[src/common/lsu_pkg.sv]
/* Shared types for the load/store unit and its testbench.
   Widths follow RV32 and the AHB-Lite data port. */

package lsu_pkg;

   // ======================================
   // Basic widths
   // ======================================

   // One data word on the bus
   typedef logic [31:0] data_t;

   // Byte address
   typedef logic [31:0] addr_t;

   // Register file index
   typedef logic [4:0] reg_idx_t;

   // Byte offset inside a word
   typedef logic [1:0] lane_off_t;

   // ======================================
   // Enumerations
   // ======================================

   // Encodings match AHB hsize
   typedef enum logic [2:0] {
      SIZE_BYTE = 3'b000,
      SIZE_HALF = 3'b001,
      SIZE_WORD = 3'b010
   } mem_size_e;

   // Kind of data phase in progress
   typedef enum logic [1:0] {
      PH_IDLE  = 2'b00,
      PH_LOAD  = 2'b01,
      PH_STORE = 2'b10
   } phase_state_e;

   // ======================================
   // Structures
   // ======================================

   // Request from the execute stage
   typedef struct packed {
      logic      load;
      logic      store;
      mem_size_e size;
      logic      is_unsigned;
      addr_t     addr;
      data_t     wdata;
      reg_idx_t  rd;
      reg_idx_t  rs1;
      reg_idx_t  rs2;
   } lsu_req_t;

   // Captured at address acceptance, used during the data phase
   typedef struct packed {
      logic      is_load;
      mem_size_e size;
      logic      is_unsigned;
      lane_off_t off;
      reg_idx_t  rd;
   } dphase_t;

   // Load write-back to the register file
   typedef struct packed {
      logic     valid;
      reg_idx_t rd;
      data_t    data;
   } wb_t;

endpackage
[src/hw/lsu_top.sv]
/* Load/store unit top level with an AHB-Lite data master port.
   Takes one request at a time from the execute stage and returns load write-backs. */

`timescale 1ns/1ns

module lsu_top (
   input  logic               clk,
   input  logic               rst_n,

   // Execute stage side
   input  lsu_pkg::lsu_req_t  req,
   output lsu_pkg::wb_t       wb,
   output logic               stall,

   // AHB-Lite data port
   input  lsu_pkg::data_t     hrdatad,
   input  logic               hreadyd,
   output lsu_pkg::addr_t     haddrd,
   output lsu_pkg::mem_size_e hsized,
   output logic               hwrited,
   output logic               htransd,
   output lsu_pkg::data_t     hwdatad
);

   logic             accept;
   logic             data_ok;
   lsu_pkg::dphase_t dphase;

   // ======================================
   // Address phase straight from the request
   // ======================================

   assign haddrd  = req.addr;
   assign hsized  = req.size;
   assign hwrited = req.store;

   // ======================================
   // Blocks
   // ======================================

   lsu_phase_ctrl u_phase_ctrl (
      .clk       (clk),
      .rst_n     (rst_n),
      .req       (req),
      .hreadyd   (hreadyd),
      .htransd   (htransd),
      .accept    (accept),
      .interlock (),
      .stall     (stall),
      .dphase    (dphase),
      .data_ok   (data_ok)
   );

   lsu_store_align u_store_align (
      .clk     (clk),
      .rst_n   (rst_n),
      .req     (req),
      .accept  (accept),
      .hwdatad (hwdatad)
   );

   // Write-back is valid in the last cycle of a load data phase
   lsu_load_extract u_load_extract (
      .dphase  (dphase),
      .data_ok (data_ok),
      .hrdatad (hrdatad),
      .wb      (wb)
   );

endmodule

[src/hw/lsu/lsu_load_extract.sv]
/* Load data lane selection with sign or zero extension.
   Purely combinational from hrdatad into the write-back record. */

`timescale 1ns/1ns

module lsu_load_extract (
   input  lsu_pkg::dphase_t dphase,
   input  logic             data_ok,
   input  lsu_pkg::data_t   hrdatad,
   output lsu_pkg::wb_t     wb
);

   logic [7:0]     byte_lane;
   logic [15:0]    half_lane;
   lsu_pkg::data_t load_data;

   // Byte lane from the captured offset
   always_comb begin
      case (dphase.off)
         2'b00: begin
            byte_lane = hrdatad[7:0];
         end
         2'b01: begin
            byte_lane = hrdatad[15:8];
         end
         2'b10: begin
            byte_lane = hrdatad[23:16];
         end
         default: begin
            byte_lane = hrdatad[31:24];
         end
      endcase
   end

   assign half_lane = dphase.off[1] ? hrdatad[31:16] : hrdatad[15:0];

   // Extension by size and signedness
   always_comb begin
      case (dphase.size)
         lsu_pkg::SIZE_BYTE: begin
            load_data = dphase.is_unsigned ? {24'b0, byte_lane}
                                           : {{24{byte_lane[7]}}, byte_lane};
         end
         lsu_pkg::SIZE_HALF: begin
            load_data = dphase.is_unsigned ? {16'b0, half_lane}
                                           : {{16{half_lane[15]}}, half_lane};
         end
         default: begin
            load_data = hrdatad;
         end
      endcase
   end

   assign wb.valid = data_ok;
   assign wb.rd    = dphase.rd;
   assign wb.data  = load_data;

endmodule

[src/hw/lsu/lsu_store_align.sv]
/* Store data lane placement for the AHB write data bus.
   Data is registered at address acceptance to line up with the data phase. */

`timescale 1ns/1ns

module lsu_store_align (
   input  logic              clk,
   input  logic              rst_n,
   input  lsu_pkg::lsu_req_t req,
   input  logic              accept,
   output lsu_pkg::data_t    hwdatad
);

   lsu_pkg::lane_off_t off;
   lsu_pkg::data_t     wdata_lane;

   assign off = req.addr[1:0];

   // ======================================
   // Lane placement
   // ======================================

   always_comb begin
      wdata_lane = '0;
      case (req.size)
         lsu_pkg::SIZE_BYTE: begin
            case (off)
               2'b00: begin
                  wdata_lane = {24'b0, req.wdata[7:0]};
               end
               2'b01: begin
                  wdata_lane = {16'b0, req.wdata[7:0], 8'b0};
               end
               2'b10: begin
                  wdata_lane = {8'b0, req.wdata[7:0], 16'b0};
               end
               default: begin
                  wdata_lane = {req.wdata[7:0], 24'b0};
               end
            endcase
         end
         lsu_pkg::SIZE_HALF: begin
            // Only bit 1 picks the halfword lane
            if (off[1]) begin
               wdata_lane = {req.wdata[15:0], 16'b0};
            end else begin
               wdata_lane = {16'b0, req.wdata[15:0]};
            end
         end
         default: begin
            wdata_lane = req.wdata;
         end
      endcase
   end

   // ======================================
   // Data phase register
   // ======================================

   // Holds through wait states since accept stays low
   always_ff @(posedge clk or negedge rst_n) begin
      if (!rst_n) begin
         hwdatad <= '0;
      end else if (accept) begin
         hwdatad <= wdata_lane;
      end
   end

endmodule

[src/hw/lsu/lsu_phase_ctrl.sv]
/* AHB address/data phase sequencing for the load/store unit.
   Tracks the pending load and raises the load-use interlock and stall. */

`timescale 1ns/1ns

module lsu_phase_ctrl (
   input  logic              clk,
   input  logic              rst_n,
   input  lsu_pkg::lsu_req_t req,
   input  logic              hreadyd,
   output logic              htransd,
   output logic              accept,
   output logic              interlock,
   output logic              stall,
   output lsu_pkg::dphase_t  dphase,
   output logic              data_ok
);

   lsu_pkg::phase_state_e state;
   lsu_pkg::phase_state_e state_nxt;
   logic                  strobe;
   logic                  load_pending;
   logic                  rs_match;

   // ======================================
   // Address phase request
   // ======================================

   assign strobe = req.load | req.store;

   // A load sits in its data phase until hreadyd is seen high
   assign load_pending = (state == lsu_pkg::PH_LOAD) & dphase.is_load;

   // Either source register reads the destination of the pending load
   assign rs_match = (dphase.rd == req.rs1) | (dphase.rd == req.rs2);

   // Held through the final cycle so the write-back lands first
   assign interlock = load_pending & rs_match;

   assign htransd = strobe & ~interlock;
   assign accept  = htransd & hreadyd;

   // Execute stage must hold the request
   assign stall = strobe & ~accept;

   // Load data phase ends this cycle
   assign data_ok = (state == lsu_pkg::PH_LOAD) & hreadyd;

   // ======================================
   // Data phase state machine
   // ======================================

   always_comb begin
      state_nxt = state;
      if (hreadyd) begin
         if (accept) begin
            // Next data phase starts right behind the current one
            if (req.load) begin
               state_nxt = lsu_pkg::PH_LOAD;
            end else begin
               state_nxt = lsu_pkg::PH_STORE;
            end
         end else begin
            state_nxt = lsu_pkg::PH_IDLE;
         end
      end
   end

   always_ff @(posedge clk or negedge rst_n) begin
      if (!rst_n) begin
         state <= lsu_pkg::PH_IDLE;
      end else begin
         state <= state_nxt;
      end
   end

   // ======================================
   // Data phase record
   // ======================================

   // Size, sign and lane captured with the address
   always_ff @(posedge clk or negedge rst_n) begin
      if (!rst_n) begin
         dphase.is_load     <= 1'b0;
         dphase.size        <= lsu_pkg::SIZE_WORD;
         dphase.is_unsigned <= 1'b0;
         dphase.off         <= '0;
         dphase.rd          <= '0;
      end else if (accept) begin
         dphase.is_load     <= req.load;
         dphase.size        <= req.size;
         dphase.is_unsigned <= req.is_unsigned;
         dphase.off         <= req.addr[1:0];
         dphase.rd          <= req.rd;
      end
   end

endmodule

[config.mk]
export PLATFORM = sky130hd
export DESIGN_NAME = lsu_top
export DESIGN_NICKNAME = d
export VERILOG_FILES = /design/src/common/lsu_pkg.sv /design/src/hw/lsu_top.sv /design/src/hw/lsu/lsu_load_extract.sv /design/src/hw/lsu/lsu_store_align.sv /design/src/hw/lsu/lsu_phase_ctrl.sv
export SDC_FILE = /design/constraint.sdc
export NUM_CORES = 1
export LEC_CHECK = 0
export BUFFER_PORTS_ARGS = -buffer_cell sky130_fd_sc_hd__buf_4
export CAP_MARGIN = 20
export CORE_UTILIZATION = 39
export CTS_BUF_LIST = sky130_fd_sc_hd__clkbuf_4 sky130_fd_sc_hd__clkbuf_8
export CTS_CLUSTER_DIAMETER = 100
export DETAILED_ROUTE_END_ITERATION = 16
export PLACE_DENSITY = 0.86
export SYNTH_ARGS = -nofsm -noshare
export SYNTH_HDL_FRONTEND = slang
export SYNTH_SLANG_ARGS = --single-unit
[constraint.sdc]
create_clock -name clk -period 3.5 [get_ports clk]
set_input_delay 0.875 -clock clk [delete_from_list [all_inputs] [get_ports clk]]
set_output_delay 0.875 -clock clk [all_outputs]
set_load 0.1 [all_outputs]
==> out/results.env <==
CTS-HOLD-FIX-BUFFERS=0
FINAL.SETUP_SKEW_PS=11.91
SYNTH.FF_LATCH_COUNT=46
R2R.WORST_PATH.CELLS=6
CTS_TREE='yes'
WORST_PATH_MAX_DELAY_CELL='sky130_fd_sc_hd__dfrtp_1'
VIAS_PER_CELL=5.420
SYN-NUM-NETS=492
YS.FLOP_TYPE='sky130_fd_sc_hd__dfrtp_1'
PLACED_AREA_UM2=4488
DRT_ITER0_DRC=146
TOTALWIRELENGTH_UM=10310
HOLD_VIOL=0
INITIAL_ANTENNA_VIOLATION_COUNT=0
POST-ROUTE-PERIOD-UTIL_PCT=92.91
LAYOUT.NETS=604
SYNTH_WARN=0
ANT_NETS_AFTER_ROUTE=0
NUM_IO_PINS=228
SYNTH_EDF_COUNT=0
TIMING.CRITICAL_PATH.SLOWEST_CELL_DELAY_PS=540
ROWS=34
SEQ_TOTAL_AREA_YOSYS_PCT=32.90
DRIVE_ABOVE_1_SHARE_PCT=45.98
TOTAL_POWER_mW=2.836
MET2_WIRELENGTH_UM=5342
SLEW-LIMIT-HEADROOM_PCT=43.01
DRCVIOLATIONCOUNT=0
WORSTPATHCELLLIST='nor2_1 -> nor2_1 -> a2111oi_4 -> buf_4 -> a21o_1 -> buf_4'
LAYOUT.CELLS.MOST_COMMON_LIST='sky130_fd_sc_hd__buf_4 (171), sky130_fd_sc_hd__dfrtp_1 (45), sky130_fd_sc_hd__nand2_1 (36), sky130_fd_sc_hd__inv_1 (26), sky130_fd_sc_hd__mux2_4 (24)'
PORT_BUFFERS=167
MUXSHAREOFSYNTHAREA_PCT=16.72
CRITPATHLAUNCH='u_phase_ctrl.dphase[8]'
WORST_SKEW_PAIR.LATE_LATENCY_PS=310
INSERTED_CLOCK_BUFFERS=5
PERIOD_NEEDED_PS=3252
CTS_REPAIR_RESIZE_COUNT=0
FMAXACHIEVABLE_MHz=307.5
FLOORPLAN.CORE_AREA_UM2=8721
AREAGROWTHSYNTHTOFINISH_PCT=30.83
RSZ0062_AT_GRT='false'
FINAL_DESIGN_AREA_NO_FILL_UM2=4582
SLEW_VIOLATIONS=0
MET1WIRELENGTH_UM=3925
LARGEST_FAMILY_OF_LOGIC_CELLS_BY_SYNTHESIZED_AREA='compound AO/OA/AOI/OAI gates'
DIE_WIDTH_UM=96.76
POWER_LEAKAGE_nW=2.465
SYNTH_CELLS=372
CRITICAL_PATH_PEAK_FANOUT=12
DETAILROUTE.VIA_COUNT=3214
TIMING.REG2REG.SETUP_SLACK_PS=1140
HTREEDEPTH=2
WORSTHOLDSTART='u_store_align.hwdatad[4]'
TIMING_WORST_SETUP_PATH_TYPE='reg -> out'
SYNTHXORXNORAREAFRAC_PCT=2.501
SYNTHSIMPLEGATEAREAFRAC_PCT=11.22
MET3_WIRE_LEN_UM=863
TIGHTEST_SLEW_PS=850.8
SYNTH_AREA_UM2=3502
ENDPOINT_KIND='output pin'
ROUTED_WIRE_LENGTH_PER_INSTANCE_UM=17.38
R2R_START='u_phase_ctrl.dphase[4]'
SYNTHADDERAREAFRAC_PCT=0
MAX-CAP-VIOLATIONS=0
SYNTH-COMPOUND-AREA-SHARE_PCT=20.29
GLOBALROUTEOVERFLOWTOTAL=0
STATUS='complete, no violations'
DIE_AREA_UM2=9363
GRT_PASS1_VIAS=3283
POWER_DENSITY_nW_PER_UM2=618.9
TYPE_OF_THE_MOST_CRITICAL_HOLD_PATH='reg -> reg'
WORSTPATHREQUIRED_PS=2620
GLOBALROUTETOTALUTIL_PCT=22.27
SYNTH_CELL_TYPE_COUNT=43
SYNTH.AVG_CELL_AREA_UM2=9.414
FINALSETUPTNS_PS=0
WORSTPATHARRIVAL_PS=2380
MAXIMUM_NUMBER_OF_PINS_ON_ONE_NET_BEFORE_GLOBAL_ROUTE_REPAIR=47
POST-CTS-SETUP-BUFFERS=0
SYNTH_TOP_CELL_AREA_SHARE_PCT=32.15
LAYOUT_COMMONEST_CELL='sky130_fd_sc_hd__buf_4'
TOP_SIGNAL_LAYER_USED='met4'
CLOCK_SINKS=46
CTS-ROOT-TO-SINK-BUFFERS=2
WORST_HOLD_SLACK_PS=524.9
PLACE_CONGESTION=0.9138
CLK_PIN_SLEW_PS=90
DIE-HEIGHT_UM=96.76
WORST_HOLD_PATH.NUM_CELLS=2
FINALSETUPVIOLATIONS=0
CRIT_PATH_START_KIND='flip-flop'
ASYNC_RESET_FF_SHARE_PCT=100.0
RR_ENDPOINT='u_store_align.hwdatad[8]'
MIN_TO='u_store_align.hwdatad[4]'
SYNTHTOPCELLSBYAREA='sky130_fd_sc_hd__dfrtp_1 (32%), sky130_fd_sc_hd__mux2_4 (10%), sky130_fd_sc_hd__buf_4 (9.0%)'
DR.PASS1.ITERS=5
SYNTH_LARGEST_AREA_CELL='sky130_fd_sc_hd__dfrtp_1'
CLK_ROOT_BUFFER_CELL='sky130_fd_sc_hd__clkbuf_8'
VDD_DROP_MAX_mV=0.3281
ANTENNA_CELLS_INSERTED=0
START_UTIL_PCT=40.16
DP_WIRELENGTH_UM=8055
GRT_FIRST_PASS_WIRELENGTH_UM=16870
critical path: cells and delay by family, from the launching register on:
family | cells | cell delay [ps]
AO/OA/AOI/OAI | 2 | 580
buffers and inverters | 2 | 560
flip-flops | 1 | 540
AND/OR/NAND/NOR | 2 | 390
worst max path at each step:
stage | cells after the start | slack, ps | end
3_5_place_dp | 7 | 270 | wb[16]
6_report | 6 | 250 | wb[16]
5_1_grt | 6 | 130 | wb[22]
2_1_floorplan | 4 | 130 | wb[7]
3_3_place_gp | 7 | 340 | wb[15]
4_1_cts | 6 | 220 | wb[16]
metal layers:
layer	track usage (%)	up-vias
met5	0	-
met4	7.807	0
met3	5.708	24
met2	39.92	166
met1	25.48	1542
li1	-	1482
final cells by class:
type                       count  area (um^2)
sequential                    46         1152
multi-input combinational    233         1799
clock buffer                   5        68.82
tap                          108        135.1
clock inverter                 3        25.02
timing repair buffer         172         1304
inverter                      26        97.59
fill                         796         4139
power by group:
part | leakage, nW | switching, mW | internal, mW
combinational | 1.87 | 1.36 | 0.443
clock | 0.0447 | 0.202 | 0.145
sequential | 0.549 | 0.0721 | 0.616
total | 2.46 | 1.63 | 1.20
kinds of logic after synthesis:
group	count (synthesis)
buffers and inverters	93
DFF	46
muxes	46
AOI/OAI and AO/OA	95
and+or+nand+nor	82
xor gates and xnor gates	10
Yosys cell counts, drive strengths merged (14+ instances only):
library cell   n
o21ai         23
clkbuf        17
inv           26
mux2i         18
a21o          16
nor2          14
buf           50
nand2         36
dfrtp         45
a22oi         16
mux2          28
stage by stage:
step	std cells	worst slack [ps]	util, %
after floorplan	372	133.1	-
after global placement	585	342.4	51.46
after detailed placement	585	272.7	51.46
after CTS	593	220.1	52.54
after global routing	593	127.7	52.54
final	593	248.2	52.54
state kept, by name, indices dropped and copies added (netlist names):
register / flops
u_phase_ctrl.state: 2
u_store_align.hwdatad: 32
u_phase_ctrl.dphase: 12
Power figures use the tool's default switching activity.
